## src/hdl/cpuPkg.sv

```systemverilog
package cpuPkg;

  //////////////////////////////
  // Basic vector types
  //////////////////////////////
  typedef logic [15:0] word;          // Data, address and instruction word
  typedef logic [3:0]  regIdx;        // Register number
  typedef logic [3:0]  opcode;        // Instruction opcode field

  //////////////////////////////
  // Opcodes
  //////////////////////////////
  localparam opcode opAdd = 4'd0;     // rd = rs + rt
  localparam opcode opSub = 4'd1;     // rd = rs - rt
  localparam opcode opXor = 4'd2;     // rd = rs ^ rt
  localparam opcode opSll = 4'd3;     // Logical left shift by imm4
  localparam opcode opSra = 4'd4;     // Arithmetic right shift by imm4
  localparam opcode opLw  = 4'd8;     // Load word
  localparam opcode opSw  = 4'd9;     // Store word
  localparam opcode opLlb = 4'd10;    // Load sign-extended low byte
  localparam opcode opLhb = 4'd11;    // Replace high byte
  localparam opcode opB   = 4'd12;    // Conditional branch
  localparam opcode opPcs = 4'd14;    // rd = pc + 2
  localparam opcode opHlt = 4'd15;    // Stop the core

  //////////////////////////////
  // Branch conditions
  //////////////////////////////
  localparam logic [2:0] condNe     = 3'd0;  // Z clear
  localparam logic [2:0] condEq     = 3'd1;  // Z set
  localparam logic [2:0] condGt     = 3'd2;  // Z and N clear
  localparam logic [2:0] condLt     = 3'd3;  // N set
  localparam logic [2:0] condGe     = 3'd4;  // Z set, or Z and N clear
  localparam logic [2:0] condLe     = 3'd5;  // Z or N set
  localparam logic [2:0] condOvf    = 3'd6;  // V set
  localparam logic [2:0] condAlways = 3'd7;  // Unconditional

  // Memory geometry, word addressed through addr[memIdxW:1]
  localparam int  imemDepth = 256;
  localparam int  dmemDepth = 256;
  localparam int  memIdxW   = 8;
  localparam word resetPc   = 16'h0000;

  //////////////////////////////
  // Pipeline records
  //////////////////////////////
  typedef struct packed {
    logic z;                          // Zero
    logic n;                          // Negative
    logic v;                          // Signed overflow
  } flagsT;

  typedef struct packed {
    logic  valid;
    opcode aluOp;
    word   in1;                       // Port A operand
    word   in2;                       // Port B operand or immediate
    logic  zEn;                       // Update Z
    logic  nvEn;                      // Update N and V
    logic  memEn;
    logic  memWr;
    word   storeData;                 // SW data register value
    logic  regWr;
    regIdx rd;
    logic  memToReg;                  // LW result from memory
    logic  pcs;
    logic  halt;
    word   pcNext;                    // Address of this instruction plus 2
  } idExT;

  typedef struct packed {
    logic  valid;
    word   aluOut;
    logic  memEn;
    logic  memWr;
    word   storeData;
    logic  regWr;
    regIdx rd;
    logic  memToReg;
    logic  pcs;
    logic  halt;
    word   pcNext;
  } exMemT;

  typedef struct packed {
    logic  valid;
    word   aluOut;
    word   memData;                   // Data memory read result
    logic  regWr;
    regIdx rd;
    logic  memToReg;
    logic  pcs;
    logic  halt;
    word   pcNext;
  } memWbT;

  typedef struct packed {
    logic  valid;                     // One register write-back this cycle
    regIdx rd;
    word   data;
  } commitT;

endpackage

```

## src/hdl/hazardUnit.sv

```systemverilog
`timescale 1ns/1ps

module hazardUnit import cpuPkg::*; (
  input  regIdx srcA,
  input  regIdx srcB,
  input  logic  useA,
  input  logic  useB,
  input  logic  isBranch,
  input  logic  haltSeen,
  input  logic  branchTaken,
  input  logic  ifIdValid,
  input  idExT  idEx,
  input  exMemT exMem,
  output logic  stall,
  output logic  flush
);

  logic hazA;                         // Port A waits on a pending write
  logic hazB;                         // Port B waits on a pending write
  logic hazFlags;                     // Branch waits on a flag writer

  // Destination still ahead of write-back
  function automatic logic pending(regIdx src);
    return (idEx.valid && idEx.regWr && (idEx.rd == src)) ||
           (exMem.valid && exMem.regWr && (exMem.rd == src));
  endfunction

  always_comb begin
    hazA = useA && (srcA != '0) && pending(srcA);
    hazB = useB && (srcB != '0) && pending(srcB);
  end

  assign hazFlags = isBranch && idEx.valid && (idEx.zEn || idEx.nvEn);

  assign stall = ifIdValid && (hazA || hazB || hazFlags);
  assign flush = (branchTaken || haltSeen) && !stall;  // Stalled branch retries later

endmodule

```

## config.mk

```make
export PLATFORM = sky130hd
export DESIGN_NAME = hazardUnit
export DESIGN_NICKNAME = d
export VERILOG_FILES = /design/src/hdl/cpuPkg.sv /design/src/hdl/hazardUnit.sv
export SDC_FILE = /design/constraint.sdc
export NUM_CORES = 1
export LEC_CHECK = 0
export BUFFER_PORTS_ARGS = -buffer_cell sky130_fd_sc_hd__buf_2
export CAP_MARGIN = 20
export CORE_MARGIN = 8
export CORE_UTILIZATION = 11
export DETAILED_ROUTE_END_ITERATION = 16
export PLACE_DENSITY = 0.77
export SLEW_MARGIN = 20
export SYNTH_ARGS = -nofsm -noshare
export SYNTH_HDL_FRONTEND = slang
export SYNTH_SLANG_ARGS = --single-unit
export TNS_END_PERCENT = 30
```

## constraint.sdc

```tcl
create_clock -name vclk -period 0.9
set_input_delay 0 -clock vclk [all_inputs]
set_output_delay 0 -clock vclk [all_outputs]
set_load 0.005 [all_outputs]
```

==> metrics.txt <==
row count 18; Max stage delay on crit path 0.41 ns; Post-CTS Repair Setup Buffers 0; DR WL met2 714 microns; WHS Path Cells 3; crit path kind in2out; Pins Over Slew Limit 0; Post-DRT Antenna Nets 0; status complete, but fails checks; vias in the first global route 458; Hold Vio Cnt, Final 0; top layer reached by signal wires met3; 1st-pass router iterations 2; GRT Util Overall 5.25%; count leader, synth xnor2_1; minimum clock period 1.18 ns; Yosys Warn Count 0; crit start category input pin; core area 2480 sq um; Post-Place Worst Slack -0.295 ns; Netlist cell types 17; Die Area 4510 sq um; CP endpoint kind primary output; Slew HR 71.3%; grt total ovfl 0; Worst Path Arrival 1.18 ns; fraction of layout cells with a size suffix above 1 63.7%; diodes inserted 0; leading cell types by count after synthesis 10 x xnor2_1, 4 x xor2_1, 3 x nand2_1, 3 x nand4_1, 3 x nor2_1; final non-filler cell area 621 sq um; Via Count 439; crit-path cells buf_8 -> o41ai_4 -> nor3_2 -> nand4_1 -> nand3_2 -> a221oi_2 -> buf_2; Peak VDD IR 0.191 mV; initial antenna violation count 0; Synth Area per Inst 7.57 sq um; Final period util 131%; clock buffer count 0; RePlAce Congestion 0.749; met1 WL 437 microns; P per Cell Area 426 nW/um^2; Initial DRC Count 4; failing checks negative setup slack; CP max-delay cell o41ai_4; residual DRC count 0; slew at the pin with the worst max-slew slack 0.425 ns; Die H 67.2 microns; fmax 850 MHz; Hold WC Path Type in2out; met3 WL 121 microns; # port buffers 30; total wire length 1270 microns; RSZ-0062 raised after global routing yes; starting density of the core 11.6%; largest cells by area after synthesis xnor2_1 30%, xor2_1 12%, a221oi_2 10%; endpoints failing setup 2; syn_nets 192; power after layout 264 uW; Critical Path Fanout Max 2; register area share after synthesis 0%; Pleak 0.301 nW; DP Area 566 sq um; Final WS setup -0.277 ns; DR WL/cell 11.6 microns; final net count 236; first-pass GRT wire length 1960 microns; largest net degree at the start of global routing 5; Seq. cell area 0 sq um; Critical Path RT 0.90 ns; cell area after synthesis 288 sq um; hold_buf cts 0; Seq Cell Count 0; final core utilization 25.1%; area leader, netlist xnor2_1; Synth top area share 30.4%; Setup TNS -0.503 ns; Die Span X 67.2 microns; Avg Vias per Cell 3.99; I/O pin count 156; area grow syn2layout 116%; Max Cap Viol 0; Synth Instances 38
-- metal layers --
layer | vias up | GRT usage, %
met5 | - | 0
met4 | 0 | 0
met3 | 0 | 2.32
met2 | 14 | 10.4
met1 | 198 | 5.19
li1 | 227 | -
-- cells in the final DEF (no fill, tap or decap) --
master and n:
buf_4 12, o21a_1 1, nand4_1 3, nor2_1 3
nor3_2 2, buf_2 27, xnor2_2 1, a221oi_2 2
o211ai_1 1, o41ai_1 1, xor2_1 4, buf_6 1
xnor2_1 9, o221ai_1 1, a21oi_1 1, inv_1 1
nand2_1 3, nand3_2 1, inv_2 2, or3b_1 1
o41ai_4 1, buf_8 2
-- power breakdown --
| group | total [mW] | internal [mW] | switching [mW] |
|---|---|---|---|
| clock | 0 | 0 | 0 |
| sequential | 0 | 0 | 0 |
| combinational | 0.264 | 0.154 | 0.110 |
-- logic make-up after synthesis --
kind of cell,count (synthesis),share of synthesized area [%]
AOI/OAI and AO/OA,8,29.1
xor gates and xnor gates,14,42.6
buffers and inverters,3,3.91
and+or+nand+nor,13,24.3
-- repair_timing --
item / in CTS / in global routing
setup endpoints to repair: 2 / 2
resized for setup: 6 / 6
pin swaps: 6 / 4
endpoints found under the hold margin: 0 / 0
-- critical path: cells and delay by family --
kind / cells / cell delay (ns)
AOI/OAI and AO/OA: 2 / 0.65
and+or+nand+nor: 3 / 0.28
buffers and inverters: 2 / 0.25
-- path summary, 6_finish.rpt --
| path | start | end | slack (ns) |
|---|---|---|---|
| min | ifIdValid | flush | 0.30 |
| max | srcB[0] | flush | -0.28 |
-- stage by stage --
| stage | hold WS (ns) | cells |
|---|---|---|
| after floorplan | 0.0442 | 38 |
| after global placement | 0.291 | 110 |
| after detailed placement | 0.293 | 110 |
| after CTS | 0.287 | 110 |
| after global routing | 0.304 | 110 |
| final | 0.299 | 110 |
-- final cells by class --
type	instances	area (sq um)
well taps	30	37.5
inverters	3	11.3
fillers	275	1860
multi-input cells	35	305
repair buffers	42	267
Power figures use the tool's default switching activity.
