===== src/hdl/cpuPkg.sv =====
package cpuPkg;

  //////////////////////////////
  // Basic vector types
  //////////////////////////////
  typedef logic [15:0] word;          // Data, address and instruction word
  typedef logic [3:0]  regIdx;        // Register number
  typedef logic [3:0]  opcode;        // Instruction opcode field

  //////////////////////////////
  // Opcodes
  //////////////////////////////
  localparam opcode opAdd = 4'd0;     // rd = rs + rt
  localparam opcode opSub = 4'd1;     // rd = rs - rt
  localparam opcode opXor = 4'd2;     // rd = rs ^ rt
  localparam opcode opSll = 4'd3;     // Logical left shift by imm4
  localparam opcode opSra = 4'd4;     // Arithmetic right shift by imm4
  localparam opcode opLw  = 4'd8;     // Load word
  localparam opcode opSw  = 4'd9;     // Store word
  localparam opcode opLlb = 4'd10;    // Load sign-extended low byte
  localparam opcode opLhb = 4'd11;    // Replace high byte
  localparam opcode opB   = 4'd12;    // Conditional branch
  localparam opcode opPcs = 4'd14;    // rd = pc + 2
  localparam opcode opHlt = 4'd15;    // Stop the core

  //////////////////////////////
  // Branch conditions
  //////////////////////////////
  localparam logic [2:0] condNe     = 3'd0;  // Z clear
  localparam logic [2:0] condEq     = 3'd1;  // Z set
  localparam logic [2:0] condGt     = 3'd2;  // Z and N clear
  localparam logic [2:0] condLt     = 3'd3;  // N set
  localparam logic [2:0] condGe     = 3'd4;  // Z set, or Z and N clear
  localparam logic [2:0] condLe     = 3'd5;  // Z or N set
  localparam logic [2:0] condOvf    = 3'd6;  // V set
  localparam logic [2:0] condAlways = 3'd7;  // Unconditional

  // Memory geometry, word addressed through addr[memIdxW:1]
  localparam int  imemDepth = 256;
  localparam int  dmemDepth = 256;
  localparam int  memIdxW   = 8;
  localparam word resetPc   = 16'h0000;

  //////////////////////////////
  // Pipeline records
  //////////////////////////////
  typedef struct packed {
    logic z;                          // Zero
    logic n;                          // Negative
    logic v;                          // Signed overflow
  } flagsT;

  typedef struct packed {
    logic  valid;
    opcode aluOp;
    word   in1;                       // Port A operand
    word   in2;                       // Port B operand or immediate
    logic  zEn;                       // Update Z
    logic  nvEn;                      // Update N and V
    logic  memEn;
    logic  memWr;
    word   storeData;                 // SW data register value
    logic  regWr;
    regIdx rd;
    logic  memToReg;                  // LW result from memory
    logic  pcs;
    logic  halt;
    word   pcNext;                    // Address of this instruction plus 2
  } idExT;

  typedef struct packed {
    logic  valid;
    word   aluOut;
    logic  memEn;
    logic  memWr;
    word   storeData;
    logic  regWr;
    regIdx rd;
    logic  memToReg;
    logic  pcs;
    logic  halt;
    word   pcNext;
  } exMemT;

  typedef struct packed {
    logic  valid;
    word   aluOut;
    word   memData;                   // Data memory read result
    logic  regWr;
    regIdx rd;
    logic  memToReg;
    logic  pcs;
    logic  halt;
    word   pcNext;
  } memWbT;

  typedef struct packed {
    logic  valid;                     // One register write-back this cycle
    regIdx rd;
    word   data;
  } commitT;

endpackage


===== src/hdl/memoryStage.sv =====
`timescale 1ns/1ps

module memoryStage import cpuPkg::*; (
  input  logic  clk,
  input  logic  rstN,
  input  exMemT exMem,
  output memWbT memWb
);

  word  dmem [dmemDepth];             // Data memory
  word  rdData;                       // Combinational read
  logic retired;                      // HLT has reached write-back

  assign rdData  = dmem[exMem.aluOut[memIdxW:1]];
  assign retired = memWb.valid && memWb.halt;

  always_ff @(posedge clk) begin
    if (exMem.valid && exMem.memEn && exMem.memWr)
      dmem[exMem.aluOut[memIdxW:1]] <= exMem.storeData;
  end

  // MEM/WB register, frozen on HLT so hlt stays high
  always_ff @(posedge clk or negedge rstN) begin
    if (!rstN) begin
      memWb <= '0;
    end else if (!retired) begin
      memWb.valid    <= exMem.valid;
      memWb.aluOut   <= exMem.aluOut;
      memWb.memData  <= rdData;
      memWb.regWr    <= exMem.regWr;
      memWb.rd       <= exMem.rd;
      memWb.memToReg <= exMem.memToReg;
      memWb.pcs      <= exMem.pcs;
      memWb.halt     <= exMem.halt;
      memWb.pcNext   <= exMem.pcNext;
    end
  end

endmodule


===== config.mk =====
export PLATFORM = sky130hd
export DESIGN_NAME = memoryStage
export DESIGN_NICKNAME = d
export VERILOG_FILES = /design/src/hdl/cpuPkg.sv /design/src/hdl/memoryStage.sv
export SDC_FILE = /design/constraint.sdc
export NUM_CORES = 2
export LEC_CHECK = 0
export ABC_AREA = 0
export BUFFER_PORTS_ARGS = -buffer_cell sky130_fd_sc_hd__buf_2
export CORE_MARGIN = 1
export CORE_UTILIZATION = 44
export CTS_BUF_LIST = sky130_fd_sc_hd__clkbuf_4 sky130_fd_sc_hd__clkbuf_8
export DETAILED_ROUTE_END_ITERATION = 10
export REMOVE_ABC_BUFFERS = 1
export SYNTH_ARGS = -nofsm -noshare
export SYNTH_HDL_FRONTEND = slang
export SYNTH_SLANG_ARGS = --single-unit
export TNS_END_PERCENT = 20

===== constraint.sdc =====
create_clock -name clk -period 3.8 [get_ports clk]
set_input_delay 0.38 -clock clk [delete_from_list [all_inputs] [get_ports clk]]
set_output_delay 0.38 -clock clk [all_outputs]
set_load 0.02 [all_outputs]

==> results.txt <==
- The run finished, with violations left.
* Violations in the final reports: antenna violations
- Gate family responsible for the most delay along the worst path: compound AO/OA/AOI/OAI gates
- Top-count cell post-synth: sky130_fd_sc_hd__edfxtp_1
- The first detailed-routing pass ran for 5 iterations.
- The signal on the critical path passes through buf_12 -> buf_12 -> buf_12 -> buf_12 -> buf_4 -> mux4_2 -> a221oi_1 -> a31o_1 -> nand4_1 -> o22a_1.
- Ratio of cells with drive above 1 in the final layout: 0.346
* Worst-margin pin slew: 1450 ps
- Cells after Synth: 7102
- In the final layout, flip-flops and latches occupy 124000 sq um.
- M1 GR Usage: 0.338
- Leading cell types by count after synthesis: 4096 x sky130_fd_sc_hd__edfxtp_1, 984 x sky130_fd_sc_hd__mux4_2, 276 x sky130_fd_sc_hd__mux2i_1, 276 x sky130_fd_sc_hd__nor2_1, 183 x sky130_fd_sc_hd__nand2_1
- Between clock sinks in the finished design, the worst skew comes to 76.4 ps.
* Die Outline Area: roughly 360000 sq um
- The detailed router placed roughly 80000 vias in this run.
- For this run, the number of Yosys warnings is 0.
- The worst hold path belongs to the class in2reg.
- Counting I/O delays and the setup requirement, the final critical path takes 3260 ps.
- Slowest-stage cell, CP: sky130_fd_sc_hd__a221oi_1
- The detailed router finished its first iteration with 10145 violations.
* Filler cells: 28175
* Fraction of met2 tracks used by global routing: 0.386
* Clock-pin slew on the worst setup and hold paths: 70 ps
- Setup repair after global routing left no endpoint under its margin.
- Slowest cell delay on critical path: 640 ps
* Start point of the worst min-delay path: exMem[45]
- Timing would allow up to ~310 MHz.
- Drt via density: 5.97
* CP startpoint kind: input port
- Initial antenna violation count: 30
- Measured along the x axis, the die boundary spans 603 um.
- STA puts the critical path data arrival time at 4370 ps.
* Worst Path Max Fanout: 26
- For met3 alone, demand over resource in global routing was 0.0530.
- The first global-routing pass estimated 628000 um of wire.
* Root buffer cell: sky130_fd_sc_hd__clkbuf_8
- During placement, the flow inserted port buffers numbering 117.
- Peak supply drop: approximately 0.36 mV
- The detail route stage leaves a number of antenna-violating nets equal to 1.
- The multi-input combinational cells in the finished layout cover a total of 32700 sq um.
* Standard-cell rows: 220
* TritonCTS clock tree: built
- Number of top-level design ports: 118
- Final hold violation count: 0
- No sink is reached through more buffers than the 4 on the longest clock path.
- In this run, synthesis produced a sequential element count of 4153.
* Static Leak: slightly below 60 nW
- After detailed placement, the total cell area comes to 171000 sq um.
- CTS built an H-tree with a depth of 6.
* Ranking of synthesized cells by area: sky130_fd_sc_hd__edfxtp_1 77%, sky130_fd_sc_hd__mux4_2 14%, sky130_fd_sc_hd__mux2i_1 1.7%, sky130_fd_sc_hd__dfrtp_1 0.90%, sky130_fd_sc_hd__nor2_1 0.65%
- Clock latency on the worst-skew pair: 1240 ps
- The critical path is of the in2reg type.
- After synthesis, the share of flip-flops with an asynchronous set or reset is 0.0137.
- After layout, the design draws a total of a little over 0.09 W.
- Total congestion overflow: 0
- Hold is met by 158 ps.
- The region available for standard cell placement spans 359000 sq um.
* NumNets Final: around 8300
* Residual DRC: 0
- The number of global-route vias before repair was ~82000.
- In the global route stage, overall resource usage came out at 0.244.
- In the finished design, the share of the clock period the worst path needs comes to 0.857.
- For this configuration, the core starts out at a cell density of 0.443.
- Netlist Area Pre-Place: 159000 sq um
- Die height: 603 um
- Buffering stage count on the worst path with inverters included: 5
- Total of cells resized after clock tree synthesis: 0
- Launch point of the worst reg-to-reg path: dmem[159][3]
- Number of distinct standard cells referenced by the synthesized netlist: 67
* Total count of max-transition violations in the final report: 0
* Largest net degree at the start of global routing: 140
- The congestion estimate from routability-driven global placement came to 0.849.
- Top_reg_cell synth: sky130_fd_sc_hd__edfxtp_1
- GR peak layer: met2
* Number of enable-type register cells in the synthesized netlist: 4096
- Worst Setup End Kind: flop
- Count of endpoints failing setup in the final report: 0
- After detailed routing, the average wire length per cell comes to 32.9 um.
- Summed over all instances, the cell type with the most area after synthesis is sky130_fd_sc_hd__edfxtp_1.
- Wires add up to roughly 450000 um.
- After routing the design area is 185000 sq um.
* Post-synthesis to final-layout area growth: 16.1%
- MaxCap Viol Count: 0
* Post-DP HPWL: 277000 um
* Total number of clock tree sinks: around 4200
- Counting stages on the worst path, the most repeated cell is sky130_fd_sc_hd__buf_12.
* Number of buffers inserted during clock tree synthesis: 660
- Headroom to the max-slew limit came out at 0.0261.
* Data required time at the worst endpoint: 4920 ps
- The average instance in the mapped netlist occupies roughly 22 sq um.
- PwrDens: just over 500 nW/um^2
* Proportion of netlist area held by the largest area contributor: 0.773
* Part of the Yosys area used for sequential elements: 0.782
- Launch point of the critical path: exMem[43]
[cells in the final DEF (no fill, tap or decap), types with 27 or more instances in the layout]
master	synthesis	final
sky130_fd_sc_hd__edfxtp_1	4096	4096
sky130_fd_sc_hd__mux4_2	984	984
sky130_fd_sc_hd__clkbuf_8	0	682
sky130_fd_sc_hd__buf_4	65	623
sky130_fd_sc_hd__mux2i_1	276	276
sky130_fd_sc_hd__clkbuf_4	0	237
sky130_fd_sc_hd__nand2_1	183	180
sky130_fd_sc_hd__nor2_1	276	167
sky130_fd_sc_hd__clkinv_1	4	149
sky130_fd_sc_hd__o22ai_1	137	137
sky130_fd_sc_hd__a22oi_1	112	112
sky130_fd_sc_hd__buf_12	3	108
sky130_fd_sc_hd__nor2_2	0	105
sky130_fd_sc_hd__buf_2	147	96
sky130_fd_sc_hd__dlygate4sd3_1	0	86
sky130_fd_sc_hd__clkinv_2	0	59
sky130_fd_sc_hd__dfrtp_1	57	57
sky130_fd_sc_hd__o221ai_1	44	44
sky130_fd_sc_hd__a211oi_1	42	42
sky130_fd_sc_hd__a21oi_1	42	42
sky130_fd_sc_hd__o22a_1	42	42
sky130_fd_sc_hd__o21ai_0	41	41
sky130_fd_sc_hd__nor3_1	50	41
sky130_fd_sc_hd__nor2b_1	37	33
sky130_fd_sc_hd__o21ai_1	32	32
sky130_fd_sc_hd__diode_2	0	27
[state kept, by name, indices dropped and copies added (netlist names)]
register	flops
dmem	4096
memWb	57
[through the flow]
stage	cells	setup slack, ps	setup TNS [ps]	utilization
floorplan	6684	-927	-8590	-
global placement	12302	-536	-2020	0.475
detailed placement	12302	-601	-2030	0.475
CTS	13577	606	0	0.514
global route	13585	638	0	0.514
finish	13604	543	0	0.514
[report_power, final]
group	total, W	switching [W]	internal, W
clock network	0.0380	0.0179	0.0201
logic	0.00484	0.00307	0.00177
registers	0.0504	0.0000112	0.0504
total	0.0932	0.0210	0.0722
[worst reg2reg max path, stage by stage (launching register included)]
cell,delay (ps)
sky130_fd_sc_hd__edfxtp_1,370
sky130_fd_sc_hd__mux4_2,480
sky130_fd_sc_hd__mux2i_1,540
sky130_fd_sc_hd__a22oi_1,180
sky130_fd_sc_hd__o21ai_0,220
sky130_fd_sc_hd__a211oi_1,160
sky130_fd_sc_hd__nor4_1,770
sky130_fd_sc_hd__buf_4,250
sky130_fd_sc_hd__o32ai_1,80
[worst paths after layout]
check                       endpoint  slack (ps)  depth (start not counted)
hold reg to reg             memWb[6]         460                          2
setup / recovery           memWb[31]         540                         10
hold / removal             memWb[38]         160                          5
setup reg to reg           memWb[27]         570                          8
max in group asynchronous  memWb[39]        3120                          4
min in group asynchronous  memWb[17]         260                          4
[layout make-up]
class                      count  area share
sequential                  4153       0.674
multi-input combinational   2524       0.177
clock buffer                 918      0.0604
timing repair buffer         932      0.0459
tap                         4773      0.0323
clock inverter               270      0.0103
antenna                       27    0.000366
inverter                       7    0.000149
[cell families after synthesis]
family                 synth area share
DFF                               0.782
muxes                             0.159
and+or+nand+nor                  0.0179
AOI/OAI and AO/OA                0.0260
buffers and inverters            0.0155
[metal layers]
| layer | share of wire | up-vias | routed length, um |
|---|---|---|---|
| met4 | 0.035 | 10 | 15800 |
| met2 | 0.48 | 4214 | 213000 |
| li1 | - | 32680 | - |
| met1 | 0.39 | 43536 | 176000 |
| met3 | 0.095 | 736 | 42700 |
| met5 | 0.00017 | - | 77 |
[repair_timing]
| action | in CTS | in global routing |
|---|---|---|
| hold buffers | 87 | 0 |
| hold endpoints to repair | 2232 | 0 |
| setup buffers | 0 | 0 |
Power figures use the tool's default switching activity.
