**config.mk**
```make
export PLATFORM = sky130hd
export DESIGN_NAME = execute
export DESIGN_NICKNAME = d
export VERILOG_FILES = /design/src/hdl/cpuPkg.sv /design/src/hdl/execute.sv
export SDC_FILE = /design/constraint.sdc
export NUM_CORES = 1
export LEC_CHECK = 0
export BUFFER_PORTS_ARGS = -buffer_cell sky130_fd_sc_hd__buf_2
export CORE_MARGIN = 2
export CORE_UTILIZATION = 55
export CTS_CLUSTER_SIZE = 12
export DETAILED_ROUTE_END_ITERATION = 8
export PLACE_DENSITY = 0.93
export SYNTH_ARGS = -nofsm -noshare
export SYNTH_HDL_FRONTEND = slang
export SYNTH_SLANG_ARGS = --single-unit
```
**constraint.sdc**
```tcl
create_clock -name clk -period 2.7 [get_ports clk]
set_clock_uncertainty 0.15 [all_clocks]
set_input_delay 0.405 -clock clk [delete_from_list [all_inputs] [get_ports clk]]
set_output_delay 0.405 -clock clk [all_outputs]
set_load 0.005 [all_outputs]
```
**src/hdl/cpuPkg.sv**
```systemverilog
package cpuPkg;

  //////////////////////////////
  // Basic vector types
  //////////////////////////////
  typedef logic [15:0] word;          // Data, address and instruction word
  typedef logic [3:0]  regIdx;        // Register number
  typedef logic [3:0]  opcode;        // Instruction opcode field

  //////////////////////////////
  // Opcodes
  //////////////////////////////
  localparam opcode opAdd = 4'd0;     // rd = rs + rt
  localparam opcode opSub = 4'd1;     // rd = rs - rt
  localparam opcode opXor = 4'd2;     // rd = rs ^ rt
  localparam opcode opSll = 4'd3;     // Logical left shift by imm4
  localparam opcode opSra = 4'd4;     // Arithmetic right shift by imm4
  localparam opcode opLw  = 4'd8;     // Load word
  localparam opcode opSw  = 4'd9;     // Store word
  localparam opcode opLlb = 4'd10;    // Load sign-extended low byte
  localparam opcode opLhb = 4'd11;    // Replace high byte
  localparam opcode opB   = 4'd12;    // Conditional branch
  localparam opcode opPcs = 4'd14;    // rd = pc + 2
  localparam opcode opHlt = 4'd15;    // Stop the core

  //////////////////////////////
  // Branch conditions
  //////////////////////////////
  localparam logic [2:0] condNe     = 3'd0;  // Z clear
  localparam logic [2:0] condEq     = 3'd1;  // Z set
  localparam logic [2:0] condGt     = 3'd2;  // Z and N clear
  localparam logic [2:0] condLt     = 3'd3;  // N set
  localparam logic [2:0] condGe     = 3'd4;  // Z set, or Z and N clear
  localparam logic [2:0] condLe     = 3'd5;  // Z or N set
  localparam logic [2:0] condOvf    = 3'd6;  // V set
  localparam logic [2:0] condAlways = 3'd7;  // Unconditional

  // Memory geometry, word addressed through addr[memIdxW:1]
  localparam int  imemDepth = 256;
  localparam int  dmemDepth = 256;
  localparam int  memIdxW   = 8;
  localparam word resetPc   = 16'h0000;

  //////////////////////////////
  // Pipeline records
  //////////////////////////////
  typedef struct packed {
    logic z;                          // Zero
    logic n;                          // Negative
    logic v;                          // Signed overflow
  } flagsT;

  typedef struct packed {
    logic  valid;
    opcode aluOp;
    word   in1;                       // Port A operand
    word   in2;                       // Port B operand or immediate
    logic  zEn;                       // Update Z
    logic  nvEn;                      // Update N and V
    logic  memEn;
    logic  memWr;
    word   storeData;                 // SW data register value
    logic  regWr;
    regIdx rd;
    logic  memToReg;                  // LW result from memory
    logic  pcs;
    logic  halt;
    word   pcNext;                    // Address of this instruction plus 2
  } idExT;

  typedef struct packed {
    logic  valid;
    word   aluOut;
    logic  memEn;
    logic  memWr;
    word   storeData;
    logic  regWr;
    regIdx rd;
    logic  memToReg;
    logic  pcs;
    logic  halt;
    word   pcNext;
  } exMemT;

  typedef struct packed {
    logic  valid;
    word   aluOut;
    word   memData;                   // Data memory read result
    logic  regWr;
    regIdx rd;
    logic  memToReg;
    logic  pcs;
    logic  halt;
    word   pcNext;
  } memWbT;

  typedef struct packed {
    logic  valid;                     // One register write-back this cycle
    regIdx rd;
    word   data;
  } commitT;

endpackage

```
**src/hdl/execute.sv**
```systemverilog
`timescale 1ns/1ps

module execute import cpuPkg::*; (
  input  logic  clk,
  input  logic  rstN,
  input  idExT  idEx,
  output flagsT flags,
  output exMemT exMem
);

  word  aluOut;
  logic ovf;                          // Signed overflow of ADD or SUB

  //////////////////////////////
  // ALU
  //////////////////////////////
  always_comb begin
    ovf = 1'b0;
    case (idEx.aluOp)
      opAdd, opLw, opSw: begin
        aluOut = idEx.in1 + idEx.in2;                  // Also the address add
        ovf    = (idEx.in1[15] == idEx.in2[15]) && (aluOut[15] != idEx.in1[15]);
      end
      opSub: begin
        aluOut = idEx.in1 - idEx.in2;                  // Wraps
        ovf    = (idEx.in1[15] != idEx.in2[15]) && (aluOut[15] != idEx.in1[15]);
      end
      opXor:   aluOut = idEx.in1 ^ idEx.in2;
      opSll:   aluOut = idEx.in1 << idEx.in2[3:0];
      opSra:   aluOut = word'($signed(idEx.in1) >>> idEx.in2[3:0]);
      opLlb:   aluOut = idEx.in2;                      // Already sign-extended
      opLhb:   aluOut = {idEx.in2[7:0], idEx.in1[7:0]};
      default: aluOut = '0;
    endcase
  end

  // Flag register, written only by flag-setting instructions
  always_ff @(posedge clk or negedge rstN) begin
    if (!rstN) begin
      flags <= '0;
    end else if (idEx.valid) begin
      if (idEx.zEn) flags.z <= (aluOut == '0);
      if (idEx.nvEn) begin
        flags.n <= aluOut[15];
        flags.v <= ovf;
      end
    end
  end

  //////////////////////////////
  // EX/MEM register
  //////////////////////////////
  always_ff @(posedge clk or negedge rstN) begin
    if (!rstN) begin
      exMem <= '0;
    end else begin
      exMem.valid     <= idEx.valid;
      exMem.aluOut    <= aluOut;
      exMem.memEn     <= idEx.memEn;
      exMem.memWr     <= idEx.memWr;
      exMem.storeData <= idEx.storeData;
      exMem.regWr     <= idEx.regWr;
      exMem.rd        <= idEx.rd;
      exMem.memToReg  <= idEx.memToReg;
      exMem.pcs       <= idEx.pcs;
      exMem.halt      <= idEx.halt;
      exMem.pcNext    <= idEx.pcNext;
    end
  end

endmodule

```
==> results of run 1 <==
logic make-up after synthesis:
| group | Yosys count | synth area share |
|---|---|---|
| AOI/OAI and AO/OA | 195 | 0.254 |
| and+or+nand+nor | 182 | 0.179 |
| buffers and inverters | 80 | 0.0608 |
| DFF | 62 | 0.287 |
| muxes | 50 | 0.124 |
| adders and majority gates | 34 | 0.0814 |
| xor gates and xnor gates | 9 | 0.0146 |
per-layer routing:
| layer | overflow | global-route usage |
|---|---|---|
| met1 | 17 | 0.904 |
| met2 | 788 | 1.38 |
| met3 | 14 | 0.753 |
| met4 | 297 | 1.24 |
| met5 | 3 | 0.471 |
per-stage QoR:
stage	utilization	hold slack, ns	worst slack [ns]	TNS [ns]	area [µm²]
2_1_floorplan	-	-0.0406	-0.538	-0.665	5570
3_3_place_gp	0.804	0.196	-0.689	-3.14	7750
3_5_place_dp	0.804	0.212	-0.890	-4.52	7750
4_1_cts	0.870	0.00858	-0.205	-0.311	8390
cell usage after synthesis (all sizes together) (4+ instances only):
cell | n | share of area
o211ai | 10 | 0.014
a2111oi | 7 | 0.011
a21oi | 36 | 0.033
nand2b | 13 | 0.015
mux2 | 16 | 0.033
o21a | 5 | 0.0069
a21o | 8 | 0.011
o21ai | 33 | 0.031
o221ai | 10 | 0.016
o31ai | 5 | 0.0069
or3 | 4 | 0.0046
clkbuf | 34 | 0.024
nor2b | 11 | 0.013
xnor2 | 6 | 0.0097
ha | 32 | 0.074
a221o | 4 | 0.0074
a211oi | 11 | 0.015
inv | 31 | 0.022
nand3 | 9 | 0.0083
and2 | 5 | 0.0062
o2111ai | 4 | 0.0065
nand2 | 31 | 0.022
nor2 | 49 | 0.034
mux2i | 22 | 0.041
nor4 | 9 | 0.013
nor4b | 5 | 0.0081
a211o | 4 | 0.0065
or4b | 5 | 0.0093
mux4 | 12 | 0.050
a221oi | 5 | 0.0081
buf | 15 | 0.016
or2 | 6 | 0.0069
o22ai | 6 | 0.0069
a22oi | 8 | 0.011
dfrtp | 62 | 0.29
nor3 | 22 | 0.020
a31oi | 8 | 0.0093
timing repair:
item,in CTS
cloned,1
endpoints found under the setup margin,7
endpoints found under the hold margin,18
hold buffers,1
setup buffers,8
gates resized for setup,66
pin swaps,24
==> impl_metrics.env, run 1 <==
export IMPL_synthesis_area_um2=5410
export IMPL_crit_endpoint="flags[2]$_DFFE_PN0P_/D"
export IMPL_overflow=1119
export IMPL_cts_buffer_depth=2
export IMPL_dpl_cell_count=1046
export IMPL_grt_usage=1.04
export IMPL_cts_sinks=62
export IMPL_initial_core_util=0.561
export IMPL_num_rows=36
export IMPL_ys_seq_area_frac=0.287
export IMPL_flow_first_error="[ERROR GRT-0232] Routing congestion too high. Check the congestion heatmap in the GUI."
export IMPL_yosysWarnings=0
export IMPL_endpoint_type="register data pin"
export IMPL_clockRootBuffer="clkbuf_8"
export IMPL_dp_hpwl_um=18500
export IMPL_cts_made_buffers=9
export IMPL_status="aborted with a tool error"
export IMPL_h_tree_depth=3
export IMPL_lastStage="5_1_grt"
export IMPL_avgSynthCellArea_um2=8.84
export IMPL_die_y_um=103
export IMPL_io_buffers=144
export IMPL_grt_max_degree=28
export IMPL_synth_fp_nets=729
export IMPL_die_w_um=103
export IMPL_synth_ff_type="dfrtp_1"
export IMPL_ys_async_sr_fraction=1.00
export IMPL_synth_cells=612
export IMPL_ys_seq_elements=62
export IMPL_synth_cell_types=77
export IMPL_ioPinCount=145
export IMPL_synth_edf_count=0
export IMPL_place_congestion=1.28
==> run 2, diff against run 1 <==
--- a/config.mk
+++ b/config.mk
@@ -7,10 +7,9 @@
 export LEC_CHECK = 0
 export BUFFER_PORTS_ARGS = -buffer_cell sky130_fd_sc_hd__buf_2
 export CORE_MARGIN = 2
-export CORE_UTILIZATION = 55
-export CTS_CLUSTER_SIZE = 12
+export CORE_UTILIZATION = 40
 export DETAILED_ROUTE_END_ITERATION = 8
-export PLACE_DENSITY = 0.93
+export PLACE_DENSITY_LB_ADDON = 0.15
 export SYNTH_ARGS = -nofsm -noshare
 export SYNTH_HDL_FRONTEND = slang
 export SYNTH_SLANG_ARGS = --single-unit
==> impl_metrics.env, run 2 <==
export IMPL_cts_buffer_depth=2
export IMPL_drc=0
export IMPL_overflow=0
export IMPL_critPathLaunchType="primary input"
export IMPL_grt_usage=0.323
export IMPL_clockRootBuffer="clkbuf_16"
export IMPL_synth_area_leaders="dfrtp_1 (29%), ha_1 (7.4%), mux4_2 (5.0%)"
export IMPL_core_area_um2=13200
export IMPL_tightest_slew_ns=0.786
export IMPL_grt_max_degree=35
export IMPL_antenna_found_initial=0
export IMPL_yosysTopAreaCellShare=0.287
export IMPL_synthSimpleGateAreaFrac=0.179
export IMPL_io_buffers=144
export IMPL_hold_depth=1
export IMPL_ys_seq_area_frac=0.287
export IMPL_worst_setup_path_type="primary input to register"
export IMPL_crit_family="compound AO/OA/AOI/OAI gates"
export IMPL_die_area_um2=14500
export IMPL_antenna_cells=0
export IMPL_largest_reg_flops=59
export IMPL_die_y_um=120
export IMPL_wl_um=24200
export IMPL_place_ws_ns=-0.809
export IMPL_ioPinCount=145
export IMPL_yosysWarnings=0
export IMPL_die_w_um=120
export IMPL_synth_ff_type="dfrtp_1"
export IMPL_cts_sinks=62
export IMPL_hold_worst_slack_ns=0.0386
export IMPL_synth_cells=612
export IMPL_max_slew_margin_rel=0.472
export IMPL_max_stage_delay_ns=0.56
export IMPL_final_common_cell="buf_4"
export IMPL_h_tree_depth=3
export IMPL_setup_viol=1
export IMPL_cp_common_cell="a221o_1"
export IMPL_nNetsFinal=1084
export IMPL_synth_cell_types=77
export IMPL_cp_depth=12
export IMPL_synth_area_leader_cell="dfrtp_1"
export IMPL_setup_ws_ns=-0.401
export IMPL_fin_crit_sh=1.15
export IMPL_worstPathMaxFanout=4
export IMPL_slew_viol_final=0
export IMPL_arrival_ns=3.21
export IMPL_regMostFlops="exMem"
export IMPL_hp_class="primary input to register"
export IMPL_synth_compound_area_frac=0.254
export IMPL_yosys_area_share_adder=0.0814
export IMPL_fmax_mhz=322
export IMPL_synth_edf_count=0
export IMPL_place_congestion=1.03
export IMPL_hold_viol=0
export IMPL_worstPathCellList="buf_2, inv_6, ha_4, nand2b_4, a221o_1, a21boi_4, or4_1, o211ai_1, a221o_1, or4b_4, nor4_4, a22o_1"
export IMPL_nFillCells=1109
export IMPL_violations="setup timing"
export IMPL_grt_pass1_vias=6556
export IMPL_viasPerCell=5.80
export IMPL_rr_worst_depth=1
export IMPL_cp_data_required_time_ns=2.80
export IMPL_setup_worst_path_end_class="register"
export IMPL_vias=6664
export IMPL_status="finished, violations left"
export IMPL_layout_common_cells="buf_4 (241), buf_2 (137), dfrtp_1 (62)"
export IMPL_dp_hpwl_um=19300
export IMPL_ys_seq_elements=62
export IMPL_cts_tree="built"
export IMPL_ys_async_sr_fraction=1.00
export IMPL_area_growth_pct=66.9
export IMPL_peakVddDrop_uv=369
export IMPL_power_mw=3.72
export IMPL_drive_gt1_frac=0.536
export IMPL_synth_xor_area_share=0.0146
export IMPL_yosys_top_cells_count="dfrtp_1 (62), nor2_1 (49), a21oi_1 (36), clkbuf_1 (34), ha_1 (32)"
export IMPL_critPathSlowestCell="or4b_4"
export IMPL_synth_top_family_by_area="compound AO/OA/AOI/OAI gates"
export IMPL_power_density_nw_per_um2=412
export IMPL_avgSynthCellArea_um2=8.84
export IMPL_synth_fp_nets=729
export IMPL_period_needed_ns=3.10
export IMPL_rsz0062_at_grt="yes"
export IMPL_synth_mux_area_frac=0.124
export IMPL_initial_core_util=0.409
export IMPL_wl_per_cell_um=21.1
export IMPL_crit_buf_inv=2
export IMPL_cts_made_buffers=9
export IMPL_drtAntennaViolNets=0
export IMPL_drv_cap=0
export IMPL_num_rows=42
export IMPL_grt_pass1_wl_um=35700
export IMPL_synthesis_area_um2=5410
export IMPL_clk_latency_ns=0.31
export IMPL_total_leakage_power_nw=4.26
export IMPL_top_regs="exMem (59), flags (3)"
export IMPL_firstDrtPassIters=5
export IMPL_drtIter0Drc=466
export IMPL_path_clk_slew_ns=0.05
export IMPL_yosysMostFrequentCell="dfrtp_1"
-- run 2: cell counts after synthesis --
No cell type changed its count.
-- run 2: routing by layer --
layer / GRT usage / share of wire / vias up
met5: 0 / 0 / -
met4: 0.114 / 0.039 / 0
met3: 0.0481 / 0.065 / 64
met2: 0.573 / 0.50 / 311
met1: 0.399 / 0.39 / 3255
li1: - / - / 3034
-- run 2: layout make-up --
cell class | instances | area (µm²) | area share
sequential | 62 | 1550 | 0.172
tap | 176 | 220 | 0.0244
clock inverter | 6 | 68.8 | 0.00762
inverter | 31 | 131 | 0.0145
clock buffer | 10 | 239 | 0.0265
timing repair buffer | 393 | 2750 | 0.305
multi-input combinational | 470 | 4070 | 0.451
-- run 2: cells by family after synthesis --
logic type,count (synthesis)
flops,62
compound gates,195
mux,50
buf+inv,80
xor+xnor,9
fa+ha+maj,34
simple gates,182
-- run 2: what timing repair did --
item / CTS / global route
cloned: 1 / 0
pin swaps: 16 / 19
gates resized for setup: 53 / 47
endpoints found under the hold margin: 28 / 0
setup buffers: 8 / 3
setup endpoints to repair: 5 / 8
hold buffers: 1 / 0
-- run 2: stage by stage --
step | std cells | setup TNS (ns) | util | cell area, µm²
2_1_floorplan | 612 | -0.665 | - | 5570
3_3_place_gp | 1119 | -3.47 | 0.612 | 8100
3_5_place_dp | 1119 | -3.84 | 0.612 | 8100
4_1_cts | 1145 | -0.267 | 0.662 | 8770
5_1_grt | 1148 | -0.555 | 0.682 | 9030
6_report | 1148 | -0.401 | 0.682 | 9030
-- run 2: power by group --
part | internal, mW | switching (mW) | leakage [nW]
logic | 0.778 | 0.778 | 3.37
clock network | 0.744 | 0.396 | 0.149
registers | 1.00 | 0.0216 | 0.741
-- run 2: worst paths after layout --
kind                               start         to  slack (ns)
worst max-delay path            idEx[45]   flags[2]       -0.40
worst min-delay path             idEx[9]   exMem[9]        0.04
worst max register to register  flags[1]   flags[1]        1.81
worst min register to register  flags[0]   flags[0]        0.35
max in group asynchronous           rstN  exMem[41]        1.08
min in group asynchronous           rstN  exMem[20]        0.48
Power figures use the tool's default switching activity.
